--- config.mk ---
export PLATFORM = sky130hd
export DESIGN_NAME = mmu_top
export DESIGN_NICKNAME = d
export VERILOG_FILES = /design/src/source/mmu_pkg.sv /design/src/source/cp0_tlb_regs.sv /design/src/source/data_mmu.sv /design/src/source/tlb_array.sv /design/src/source/mmu_top.sv
export SDC_FILE = /design/constraint.sdc
export NUM_CORES = 2
export LEC_CHECK = 0
export BUFFER_PORTS_ARGS = -buffer_cell sky130_fd_sc_hd__buf_4
export CORE_MARGIN = 4
export CORE_UTILIZATION = 56
export DETAILED_ROUTE_END_ITERATION = 8
export HOLD_SLACK_MARGIN = 0.02
export PLACE_DENSITY = 0.78
export SLEW_MARGIN = 20
export SYNTH_ARGS = -nofsm -noshare
export SYNTH_HDL_FRONTEND = slang
export SYNTH_SLANG_ARGS = --single-unit
--- constraint.sdc ---
create_clock -name clk -period 14.3 [get_ports clk]
set_input_delay 0.715 -clock clk [delete_from_list [all_inputs] [get_ports clk]]
set_output_delay 0.715 -clock clk [all_outputs]
set_load 0.01 [all_outputs]
--- src/source/mmu_pkg.sv ---
// --------------------------------------------------------------------------
// Shared definitions for the data MMU subsystem
// TLB sizing, field typedefs and packed structs
// CP0 register select, exception codes and register field positions
// --------------------------------------------------------------------------
package mmu_pkg;

    // TLB sizing
    localparam int TLB_WIDTH   = 3;
    localparam int TLB_ENTRIES = 8;

    typedef logic [31:0]          word_t;
    typedef logic [18:0]          vpn2_t;
    typedef logic [7:0]           asid_t;
    typedef logic [19:0]          pfn_t;
    typedef logic [2:0]           cbits_t;
    typedef logic [TLB_WIDTH-1:0] tlb_idx_t;
    typedef logic [15:0]          mask_t;
    typedef logic [4:0]           exc_code_t;

    // --------------------------------------------------------------------------
    // Structs
    // --------------------------------------------------------------------------
    typedef struct packed {
        cbits_t c;
        logic   d;
        logic   v;
    } tlb_flags_t;

    typedef struct packed {
        vpn2_t      vpn2;
        asid_t      asid;
        mask_t      mask;
        logic       g;
        pfn_t       pfn0;
        tlb_flags_t flags0;
        pfn_t       pfn1;
        tlb_flags_t flags1;
    } tlb_entry_t;

    // Search result, page already chosen by the odd bit
    typedef struct packed {
        logic     hit;
        tlb_idx_t index;
        pfn_t     pfn;
        cbits_t   c;
        logic     d;
        logic     v;
    } tlb_lookup_t;

    typedef struct packed {
        pfn_t      tag;
        logic      uncache;
        logic      has_exc;
        exc_code_t exc_code;
        logic      refill;
    } mmu_result_t;

    typedef tlb_entry_t tlb_read_t;

    typedef enum logic [2:0] {
        INDEX    = 3'd0,
        RANDOM   = 3'd1,
        ENTRYLO0 = 3'd2,
        ENTRYLO1 = 3'd3,
        PAGEMASK = 3'd4,
        ENTRYHI  = 3'd5,
        CONFIG   = 3'd6
    } cp0_sel_e;

    // Exception codes
    localparam exc_code_t EXC_MOD  = 5'd1;
    localparam exc_code_t EXC_TLBL = 5'd2;
    localparam exc_code_t EXC_TLBS = 5'd3;

    localparam cbits_t CACHED = 3'd3;

    // Segment codes on vaddr[31:29]
    localparam logic [2:0] SEG_KSEG0 = 3'b100;
    localparam logic [2:0] SEG_KSEG1 = 3'b101;

    // --------------------------------------------------------------------------
    // Register field positions
    // --------------------------------------------------------------------------
    localparam int HI_VPN2_LSB = 13;
    localparam int HI_ASID_LSB = 0;
    localparam int LO_PFN_LSB  = 6;
    localparam int LO_C_LSB    = 3;
    localparam int LO_D_BIT    = 2;
    localparam int LO_V_BIT    = 1;
    localparam int LO_G_BIT    = 0;
    localparam int IDX_P_BIT   = 31;
    localparam int IDX_LSB     = 0;
    localparam int PM_MASK_LSB = 13;
    localparam int CFG_K0_LSB  = 0;

endpackage

--- src/source/cp0_tlb_regs.sv ---
// --------------------------------------------------------------------------
// CP0 TLB management registers
// EntryHi, EntryLo0/1, PageMask, Index, Random and Config
// Host read/write port plus TLBP and TLBR write-back
// --------------------------------------------------------------------------
`timescale 1ns/1ps

module cp0_tlb_regs (
    input  logic                clk,
    input  logic                rst,
    input  logic                cp0_we_i,
    input  mmu_pkg::cp0_sel_e   cp0_sel_i,
    input  mmu_pkg::word_t      cp0_wdata_i,
    input  logic                tlbp_wb_i,
    input  mmu_pkg::word_t      index_wb_i,
    input  logic                tlbr_wb_i,
    input  mmu_pkg::tlb_entry_t tlbr_wb_data_i,
    output mmu_pkg::word_t      cp0_rdata_o,
    output mmu_pkg::word_t      entry_hi_o,
    output mmu_pkg::word_t      entry_lo0_o,
    output mmu_pkg::word_t      entry_lo1_o,
    output mmu_pkg::word_t      page_mask_o,
    output mmu_pkg::word_t      index_o,
    output mmu_pkg::word_t      random_o,
    output mmu_pkg::word_t      config_o
);
    import mmu_pkg::*;

    word_t    entry_hi_q;
    word_t    entry_lo0_q;
    word_t    entry_lo1_q;
    word_t    page_mask_q;
    word_t    index_q;
    word_t    config_q;
    tlb_idx_t random_q;

    // Random free-runs downward, 0 wraps to the top entry
    always_ff @(posedge clk) begin
        if (!rst) begin
            random_q <= tlb_idx_t'(TLB_ENTRIES - 1);
        end else begin
            random_q <= random_q - 1'b1;
        end
    end

    always_ff @(posedge clk) begin
        if (!rst) begin
            entry_hi_q  <= '0;
            entry_lo0_q <= '0;
            entry_lo1_q <= '0;
            page_mask_q <= '0;
            index_q     <= '0;
            config_q    <= word_t'(CACHED) << CFG_K0_LSB;
        end else begin
            if (cp0_we_i) begin
                case (cp0_sel_i)
                    INDEX:    index_q     <= cp0_wdata_i;
                    ENTRYLO0: entry_lo0_q <= cp0_wdata_i;
                    ENTRYLO1: entry_lo1_q <= cp0_wdata_i;
                    PAGEMASK: page_mask_q <= cp0_wdata_i;
                    ENTRYHI:  entry_hi_q  <= cp0_wdata_i;
                    CONFIG:   config_q    <= cp0_wdata_i;
                    default:  ;
                endcase
            end
            // Write-back after the host write so it takes priority
            if (tlbp_wb_i) begin
                index_q <= index_wb_i;
            end
            if (tlbr_wb_i) begin
                entry_hi_q  <= {tlbr_wb_data_i.vpn2, 5'b0, tlbr_wb_data_i.asid};
                entry_lo0_q <= {6'b0, tlbr_wb_data_i.pfn0, tlbr_wb_data_i.flags0,
                                tlbr_wb_data_i.g};
                entry_lo1_q <= {6'b0, tlbr_wb_data_i.pfn1, tlbr_wb_data_i.flags1,
                                tlbr_wb_data_i.g};
                page_mask_q <= {3'b0, tlbr_wb_data_i.mask, 13'b0};
            end
        end
    end

    // Host read mux
    always_comb begin
        case (cp0_sel_i)
            INDEX:    cp0_rdata_o = index_q;
            RANDOM:   cp0_rdata_o = word_t'(random_q);
            ENTRYLO0: cp0_rdata_o = entry_lo0_q;
            ENTRYLO1: cp0_rdata_o = entry_lo1_q;
            PAGEMASK: cp0_rdata_o = page_mask_q;
            ENTRYHI:  cp0_rdata_o = entry_hi_q;
            CONFIG:   cp0_rdata_o = config_q;
            default:  cp0_rdata_o = '0;
        endcase
    end

    assign entry_hi_o  = entry_hi_q;
    assign entry_lo0_o = entry_lo0_q;
    assign entry_lo1_o = entry_lo1_q;
    assign page_mask_o = page_mask_q;
    assign index_o     = index_q;
    assign random_o    = word_t'(random_q);
    assign config_o    = config_q;

endmodule

--- src/source/data_mmu.sv ---
// --------------------------------------------------------------------------
// Data-side MMU
// Segment decode and TLB lookup request for data accesses and TLBP
// Tag, uncached flag and TLB exception selection
// Entry formatting for TLBWI/TLBWR, TLBR and TLBP write-back
// --------------------------------------------------------------------------
`timescale 1ns/1ps

module data_mmu (
    input  logic                 clk,
    input  logic                 rst,
    input  logic                 data_req_i,
    input  logic                 data_wr_i,
    input  logic                 data_index_ok_i,
    input  mmu_pkg::word_t       vaddr_i,
    input  logic                 tlbp_i,
    input  logic                 tlbr_i,
    input  logic                 tlbwi_i,
    input  logic                 tlbwr_i,
    input  mmu_pkg::word_t       entry_hi_i,
    input  mmu_pkg::word_t       entry_lo0_i,
    input  mmu_pkg::word_t       entry_lo1_i,
    input  mmu_pkg::word_t       page_mask_i,
    input  mmu_pkg::word_t       index_i,
    input  mmu_pkg::word_t       random_i,
    input  mmu_pkg::word_t       config_i,
    input  mmu_pkg::tlb_lookup_t lookup_i,
    input  mmu_pkg::tlb_entry_t  rd_entry_i,
    output mmu_pkg::mmu_result_t result_o,
    output logic                 lk_req_o,
    output mmu_pkg::vpn2_t       lk_vpn2_o,
    output logic                 lk_odd_o,
    output mmu_pkg::asid_t       lk_asid_o,
    output logic                 we_o,
    output mmu_pkg::tlb_idx_t    w_index_o,
    output mmu_pkg::tlb_entry_t  w_entry_o,
    output logic                 re_o,
    output mmu_pkg::tlb_idx_t    r_index_o,
    output logic                 tlbp_wb_o,
    output mmu_pkg::word_t       index_wb_o,
    output logic                 tlbr_wb_o,
    output mmu_pkg::tlb_read_t   tlbr_wb_data_o
);
    import mmu_pkg::*;

    logic data_req;
    logic req_q;
    logic mapped_q;
    logic kseg1_q;
    logic store_q;
    logic k0_uncache_q;
    pfn_t unmap_tag_q;
    logic miss_or_inv;
    logic mod_exc;
    logic has_exc;

    // EntryLo flag bits into the TLB flag layout
    function automatic tlb_flags_t lo_flags(input word_t lo);
        tlb_flags_t f;
        f.c = cbits_t'(lo >> LO_C_LSB);
        f.d = lo[LO_D_BIT];
        f.v = lo[LO_V_BIT];
        return f;
    endfunction

    // --------------------------------------------------------------------------
    // Lookup request
    // --------------------------------------------------------------------------
    assign data_req  = data_req_i && data_index_ok_i;
    assign lk_req_o  = data_req || tlbp_i;
    // TLBP probes with EntryHi, data accesses with the virtual address
    assign lk_vpn2_o = tlbp_i ? vpn2_t'(entry_hi_i >> HI_VPN2_LSB) : vaddr_i[31:13];
    assign lk_odd_o  = vaddr_i[12] && !tlbp_i;
    assign lk_asid_o = asid_t'(entry_hi_i >> HI_ASID_LSB);

    always_ff @(posedge clk) begin
        if (!rst) begin
            req_q        <= 1'b0;
            mapped_q     <= 1'b0;
            kseg1_q      <= 1'b0;
            store_q      <= 1'b0;
            k0_uncache_q <= 1'b0;
        end else begin
            req_q <= data_req;
            if (lk_req_o) begin
                mapped_q     <= vaddr_i[31:29] != SEG_KSEG0 && vaddr_i[31:29] != SEG_KSEG1;
                kseg1_q      <= vaddr_i[31:29] == SEG_KSEG1;
                store_q      <= data_wr_i;
                k0_uncache_q <= cbits_t'(config_i >> CFG_K0_LSB) != CACHED;
            end
        end
    end

    always_ff @(posedge clk) begin
        if (lk_req_o) begin
            unmap_tag_q <= {3'b0, vaddr_i[28:12]};
        end
    end

    // --------------------------------------------------------------------------
    // Translation result
    // --------------------------------------------------------------------------
    assign miss_or_inv = !lookup_i.hit || !lookup_i.v;
    assign mod_exc     = !miss_or_inv && store_q && !lookup_i.d;
    assign has_exc     = req_q && mapped_q && (miss_or_inv || mod_exc);

    always_comb begin
        result_o = '0;
        if (req_q) begin
            result_o.tag     = mapped_q ? lookup_i.pfn : unmap_tag_q;
            result_o.uncache = mapped_q ? (lookup_i.c != CACHED) : (kseg1_q || k0_uncache_q);
            result_o.has_exc = has_exc;
            if (has_exc) begin
                // MOD only on a valid hit, else TLBL or TLBS by direction
                result_o.exc_code = mod_exc ? EXC_MOD : (store_q ? EXC_TLBS : EXC_TLBL);
                result_o.refill   = !lookup_i.hit;
            end
        end
    end

    // --------------------------------------------------------------------------
    // TLB write, read and probe
    // --------------------------------------------------------------------------
    assign we_o      = tlbwi_i || tlbwr_i;
    assign w_index_o = tlbwi_i ? tlb_idx_t'(index_i >> IDX_LSB) : tlb_idx_t'(random_i >> IDX_LSB);

    always_comb begin
        w_entry_o.vpn2   = vpn2_t'(entry_hi_i >> HI_VPN2_LSB);
        w_entry_o.asid   = asid_t'(entry_hi_i >> HI_ASID_LSB);
        w_entry_o.mask   = mask_t'(page_mask_i >> PM_MASK_LSB);
        // Global only if both halves say so
        w_entry_o.g      = entry_lo0_i[LO_G_BIT] && entry_lo1_i[LO_G_BIT];
        w_entry_o.pfn0   = pfn_t'(entry_lo0_i >> LO_PFN_LSB);
        w_entry_o.flags0 = lo_flags(entry_lo0_i);
        w_entry_o.pfn1   = pfn_t'(entry_lo1_i >> LO_PFN_LSB);
        w_entry_o.flags1 = lo_flags(entry_lo1_i);
    end

    assign re_o           = tlbr_i;
    assign r_index_o      = tlb_idx_t'(index_i >> IDX_LSB);
    assign tlbr_wb_data_o = rd_entry_i;

    // Probe result, P set on a miss
    always_comb begin
        index_wb_o                          = '0;
        index_wb_o[IDX_P_BIT]               = !lookup_i.hit;
        index_wb_o[IDX_LSB +: TLB_WIDTH]    = lookup_i.index;
    end

    always_ff @(posedge clk) begin
        if (!rst) begin
            tlbp_wb_o <= 1'b0;
            tlbr_wb_o <= 1'b0;
        end else begin
            tlbp_wb_o <= tlbp_i;
            tlbr_wb_o <= tlbr_i;
        end
    end

endmodule

--- src/source/tlb_array.sv ---
// --------------------------------------------------------------------------
// Fully associative joint TLB, eight entries
// Registered parallel search with odd/even page select
// Registered indexed read and single-cycle indexed write
// --------------------------------------------------------------------------
`timescale 1ns/1ps

module tlb_array (
    input  logic                 clk,
    input  logic                 rst,
    input  logic                 lk_req_i,
    input  mmu_pkg::vpn2_t       lk_vpn2_i,
    input  logic                 lk_odd_i,
    input  mmu_pkg::asid_t       lk_asid_i,
    input  logic                 we_i,
    input  mmu_pkg::tlb_idx_t    w_index_i,
    input  mmu_pkg::tlb_entry_t  w_entry_i,
    input  logic                 re_i,
    input  mmu_pkg::tlb_idx_t    r_index_i,
    output mmu_pkg::tlb_lookup_t lookup_o,
    output mmu_pkg::tlb_entry_t  rd_entry_o
);
    import mmu_pkg::*;

    tlb_entry_t              entries_q [TLB_ENTRIES];
    logic [TLB_ENTRIES-1:0]  match;
    tlb_lookup_t             lookup_d;

    // Match on vpn2, and on asid unless the entry is global
    always_comb begin
        for (int i = 0; i < TLB_ENTRIES; i++) begin
            match[i] = entries_q[i].vpn2 == lk_vpn2_i &&
                       (entries_q[i].g || entries_q[i].asid == lk_asid_i);
        end
    end

    // Lowest matching index wins if software left duplicates
    always_comb begin
        lookup_d = '0;
        for (int i = TLB_ENTRIES - 1; i >= 0; i--) begin
            if (match[i]) begin
                lookup_d.hit   = 1'b1;
                lookup_d.index = tlb_idx_t'(i);
                lookup_d.pfn   = lk_odd_i ? entries_q[i].pfn1 : entries_q[i].pfn0;
                {lookup_d.c, lookup_d.d, lookup_d.v} =
                    lk_odd_i ? entries_q[i].flags1 : entries_q[i].flags0;
            end
        end
    end

    // --------------------------------------------------------------------------
    // Entry storage and search register
    // --------------------------------------------------------------------------
    always_ff @(posedge clk) begin
        if (!rst) begin
            lookup_o <= '0;
            for (int i = 0; i < TLB_ENTRIES; i++) begin
                entries_q[i] <= '0;
            end
        end else begin
            if (lk_req_i) begin
                lookup_o <= lookup_d;
            end
            if (we_i) begin
                entries_q[w_index_i] <= w_entry_i;
            end
        end
    end

    // Indexed read for TLBR
    always_ff @(posedge clk) begin
        if (re_i) begin
            rd_entry_o <= entries_q[r_index_i];
        end
    end

endmodule

--- src/source/mmu_top.sv ---
// --------------------------------------------------------------------------
// Data MMU subsystem top level
// CP0 TLB registers, data MMU and joint TLB
// --------------------------------------------------------------------------
`timescale 1ns/1ps

module mmu_top (
    input  logic                 clk,
    input  logic                 rst,
    input  logic                 cp0_we_i,
    input  mmu_pkg::cp0_sel_e    cp0_sel_i,
    input  mmu_pkg::word_t       cp0_wdata_i,
    output mmu_pkg::word_t       cp0_rdata_o,
    input  logic                 tlbp_i,
    input  logic                 tlbr_i,
    input  logic                 tlbwi_i,
    input  logic                 tlbwr_i,
    input  logic                 data_req_i,
    input  logic                 data_wr_i,
    input  logic                 data_index_ok_i,
    input  mmu_pkg::word_t       vaddr_i,
    output mmu_pkg::mmu_result_t mmu_result_o
);
    import mmu_pkg::*;

    // CP0 register words
    word_t       cp0_entry_hi;
    word_t       cp0_entry_lo0;
    word_t       cp0_entry_lo1;
    word_t       cp0_page_mask;
    word_t       cp0_index;
    word_t       cp0_random;
    word_t       cp0_config;

    // Write-back to CP0
    logic        tlbp_wb;
    word_t       index_wb;
    logic        tlbr_wb;
    tlb_read_t   tlbr_wb_data;

    // TLB side
    logic        lk_req;
    vpn2_t       lk_vpn2;
    logic        lk_odd;
    asid_t       lk_asid;
    tlb_lookup_t lookup;
    logic        we;
    tlb_idx_t    w_index;
    tlb_entry_t  w_entry;
    logic        re;
    tlb_idx_t    r_index;
    tlb_entry_t  rd_entry;

    cp0_tlb_regs i_cp0_tlb_regs (
        .clk            (clk),
        .rst            (rst),
        .cp0_we_i       (cp0_we_i),
        .cp0_sel_i      (cp0_sel_i),
        .cp0_wdata_i    (cp0_wdata_i),
        .tlbp_wb_i      (tlbp_wb),
        .index_wb_i     (index_wb),
        .tlbr_wb_i      (tlbr_wb),
        .tlbr_wb_data_i (tlbr_wb_data),
        .cp0_rdata_o    (cp0_rdata_o),
        .entry_hi_o     (cp0_entry_hi),
        .entry_lo0_o    (cp0_entry_lo0),
        .entry_lo1_o    (cp0_entry_lo1),
        .page_mask_o    (cp0_page_mask),
        .index_o        (cp0_index),
        .random_o       (cp0_random),
        .config_o       (cp0_config)
    );

    data_mmu i_data_mmu (
        .clk             (clk),
        .rst             (rst),
        .data_req_i      (data_req_i),
        .data_wr_i       (data_wr_i),
        .data_index_ok_i (data_index_ok_i),
        .vaddr_i         (vaddr_i),
        .tlbp_i          (tlbp_i),
        .tlbr_i          (tlbr_i),
        .tlbwi_i         (tlbwi_i),
        .tlbwr_i         (tlbwr_i),
        .entry_hi_i      (cp0_entry_hi),
        .entry_lo0_i     (cp0_entry_lo0),
        .entry_lo1_i     (cp0_entry_lo1),
        .page_mask_i     (cp0_page_mask),
        .index_i         (cp0_index),
        .random_i        (cp0_random),
        .config_i        (cp0_config),
        .lookup_i        (lookup),
        .rd_entry_i      (rd_entry),
        .result_o        (mmu_result_o),
        .lk_req_o        (lk_req),
        .lk_vpn2_o       (lk_vpn2),
        .lk_odd_o        (lk_odd),
        .lk_asid_o       (lk_asid),
        .we_o            (we),
        .w_index_o       (w_index),
        .w_entry_o       (w_entry),
        .re_o            (re),
        .r_index_o       (r_index),
        .tlbp_wb_o       (tlbp_wb),
        .index_wb_o      (index_wb),
        .tlbr_wb_o       (tlbr_wb),
        .tlbr_wb_data_o  (tlbr_wb_data)
    );

    tlb_array i_tlb_array (
        .clk        (clk),
        .rst        (rst),
        .lk_req_i   (lk_req),
        .lk_vpn2_i  (lk_vpn2),
        .lk_odd_i   (lk_odd),
        .lk_asid_i  (lk_asid),
        .we_i       (we),
        .w_index_i  (w_index),
        .w_entry_i  (w_entry),
        .re_i       (re),
        .r_index_i  (r_index),
        .lookup_o   (lookup),
        .rd_entry_o (rd_entry)
    );

endmodule

==> flow_metrics.env <==
export IMPL_power_density_nw_per_um2=121
export IMPL_cts_path_max_buffers=3
export IMPL_vias=39900
export IMPL_crit_path_end="i_tlb_array.lookup_o[27]"
export IMPL_io_buffers=121
export IMPL_reg2reg_slack_ns=9.87
export IMPL_min_period_ns=4.44
export IMPL_hold_buffers=0
export IMPL_grtUsageTotal_pct=34.7
export IMPL_path_depth=10
export IMPL_setup_viol=0
export IMPL_cp_slowest_cell="nor4_1"
export IMPL_ys_warnings_count=0
export IMPL_clkSinkCount=1094
export IMPL_clock_fmax_ghz=0.225
export IMPL_cpPeakStageDelay_ns=0.72
export IMPL_insertion_delay_ns=0.72
export IMPL_ys_types=72
export IMPL_critical_path_max_fanout=27
export IMPL_grt_pass1_vias=39200
export IMPL_cts_setup_buffers=0
export IMPL_dpl_cell_area_um2=56600
export IMPL_final_util_pct=62.3
export IMPL_startpoint_type="input port"
export IMPL_max_vdd_ir_drop_v=0.000104
export IMPL_cp_top_family="simple AND/OR/NAND/NOR gates"
export IMPL_ant_nets=0
export IMPL_wl_per_cell_um=30.7
export IMPL_clkPwrFrac_pct=40.3
export IMPL_grt_max_degree=85
export IMPL_p_int_uw=5470
export IMPL_reg2reg_depth=6
export IMPL_fin_skew_ns=0.0275
export IMPL_worstPathArrival_ns=5.05
export IMPL_synth_area_um2=54700
export IMPL_first_pass_iters=8
export IMPL_async_reset_ff_share_pct=0
export IMPL_r2r_end="i_tlb_array.entries_q[7][56]"
export IMPL_drive_gt1_share_pct=15.9
export IMPL_drt_initial_drc_count=6278
export IMPL_switching_power_uw=1830
export IMPL_cts_resized_gates=0
export IMPL_nNetsFinal=4603
export IMPL_worstPathRequired_ns=14.90
export IMPL_std_cell_rows=114
export IMPL_syn_inst=4588
export IMPL_fp_dieW_um=320
export IMPL_grt_overflow_total=0
export IMPL_cp_cell_sequence="buf_4, mux2i_2, xnor2_1, nor4_1, nand4_1, buf_4, nor2_2, buf_4, nor4_1, a32o_1"
export IMPL_drt_vias_per_instance=6.75
export IMPL_seqPwrFrac_pct=50.8
export IMPL_final_cells=5908
export IMPL_initial_core_util_pct=56.5
export IMPL_core_um2=96700
export IMPL_synth_edf_count=863
export IMPL_grt_setup_unrepaired="false"
export IMPL_grt_pass1_wl_um=261000
export IMPL_dpl_hpwl_um=110000
export IMPL_yosysSeqAreaShare_pct=55.9
export IMPL_dp_cells=5688
export IMPL_status="completed"
export IMPL_final_cell_area_um2=60300
export IMPL_critPathLaunch="tlbp_i"
export IMPL_worstSetupPathType="in2reg"
export IMPL_cp_end_kind="flip-flop"
export IMPL_synth_area_leaders="edfxtp_1 47%, and2_1 8.6%, dfxtp_1 8.5%, mux4_2 7.7%, nand2_1 4.9%"
export IMPL_period_share_pct=31.1
export IMPL_cts_htree_levels=3
export IMPL_routabilityCongestion=0.918
export IMPL_combPwrFrac_pct=8.9
export IMPL_syn_avg_cell_area_um2=11.9
export IMPL_drt_total_wl_um=181000
export IMPL_route_detailed_drc=0
export IMPL_die_y_um=320
export IMPL_timing_rr_start="i_cp0_tlb_regs.index_o[0]"
export IMPL_antenna_found_initial=11
export IMPL_cts_made_buffers=109
export IMPL_maxSlewHeadroom_pct=19.7
export IMPL_slew_viol_final=0
export IMPL_yosys_area_top_type="edfxtp_1"
export IMPL_tightest_slew_ns=1.20
export IMPL_synth_most_common_cell="edfxtp_1"
export IMPL_synthToLayoutAreaGrowth_pct=10.3
export IMPL_power_leakage_uw=0.0211
export IMPL_cap_violations=0
export IMPL_cts_tree="yes"
export IMPL_yosys_register_bits=1094
export IMPL_cp_common_cell="buf_4"
export IMPL_path_clk_slew_ns=0.06
export IMPL_io_pins=137
export IMPL_path_buf_inv=3
export IMPL_hold_viol=0
export IMPL_die_area_um2=103000
export IMPL_switching_share_pct=25.1
export IMPL_synth_ff_type="edfxtp_1"
export IMPL_cts_root_buffer="clkbuf_16"
export IMPL_worstHoldPathType="in2reg"
export IMPL_synth_top_area_share_pct=47.4
export IMPL_synth_commonest_cells="863 x edfxtp_1, 755 x and2_1, 716 x nand2_1"
export IMPL_fin_tns_setup_ns=0
==> registers in the layout (all words and copies together), names as in the netlist, 3 cells and up <==
| name | count |
|---|---|
| i_tlb_array.entries_q | 752 |
| i_tlb_array.rd_entry_o | 94 |
| i_cp0_tlb_regs.config_o | 32 |
| i_cp0_tlb_regs.entry_hi_o | 32 |
| i_cp0_tlb_regs.entry_lo0_o | 32 |
| i_cp0_tlb_regs.entry_lo1_o | 32 |
| i_cp0_tlb_regs.index_o | 32 |
| i_cp0_tlb_regs.page_mask_o | 32 |
| i_tlb_array.lookup_o | 29 |
| i_data_mmu.unmap_tag_q | 17 |
| i_cp0_tlb_regs.random_q | 3 |
==> area by class of cell <==
class                      instances  area, um^2
timing repair buffer             214        1640
fill                            7252       36400
inverter                           7        31.3
tap                             1276        1600
antenna                           11        27.5
clock buffer                     137        2920
sequential                      1094       30600
multi-input combinational       3099       22800
clock inverter                    70         714
==> through the flow <==
step	power, uW	hold WS, ns	setup WS, ns
after global placement	4370	0.441	9.33
after detailed placement	4400	0.444	9.29
after floorplan	4130	0.396	5.73
after global routing	7470	0.189	9.70
final	7300	0.197	9.86
after CTS	7270	0.189	9.93
==> logic make-up (layout without fill, tap and decap cells) <==
kind of cell             Yosys count  after routing  share of synthesized area [%]
flip-flops                      1094           1094                           55.9
buffers and inverters            397            428                           2.90
other                              1             14                        0.00686
AND/OR/NAND/NOR                 1825           1825                           16.9
XOR/XNOR                         217            217                           3.48
AO/OA/AOI/OAI                    626            626                           8.12
multiplexers                     427            427                           12.7
adder cells (fa/ha/maj)            1              1                         0.0229
==> layout by cell type (no fill, tap or decap), drive strengths merged, types with 37 or more instances in the layout <==
cell type / n
and2: 756
nor4: 37
buf: 214
edfxtp: 863
o32ai: 50
xnor2: 158
dfxtp: 231
nand3: 62
xor2: 59
clkbuf: 137
nor2: 122
a21oi: 239
clkinv: 44
a22oi: 91
nor3: 62
mux2i: 141
mux2: 98
nand2: 716
mux4: 188
==> worst min-delay path by stage <==
stage | depth (start not counted) | endpoint | slack [ns] | start
after detailed placement | 2 | i_tlb_array.lookup_o[4] | 0.44 | i_tlb_array.lookup_o[4]
after global placement | 2 | i_cp0_tlb_regs.index_o[22] | 0.44 | i_cp0_tlb_regs.index_o[22]
final | 1 | i_data_mmu.unmap_tag_q[0] | 0.20 | vaddr_i[12]
after global routing | 1 | i_data_mmu.unmap_tag_q[0] | 0.19 | vaddr_i[12]
after CTS | 1 | i_data_mmu.unmap_tag_q[0] | 0.19 | vaddr_i[12]
after floorplan | 1 | i_cp0_tlb_regs.random_q[0] | 0.40 | i_cp0_tlb_regs.random_q[0]
==> power groups by stage <==
| stage | logic (uW) | registers [uW] | clock network [uW] |
|---|---|---|---|
| after detailed placement | 620 | 3770 | 0 |
| after global routing | 667 | 3730 | 3080 |
| after CTS | 624 | 3710 | 2940 |
| after global placement | 610 | 3760 | 0 |
| final | 648 | 3710 | 2940 |
| after floorplan | 393 | 3730 | 0 |
==> layer usage <==
metal	wire length (um)	track usage, %
met1	61100	44.0
met2	78800	52.2
met3	26600	10.3
met4	14700	22.6
met5	45	0
Note: power is estimated with default switching activity, not from simulation.
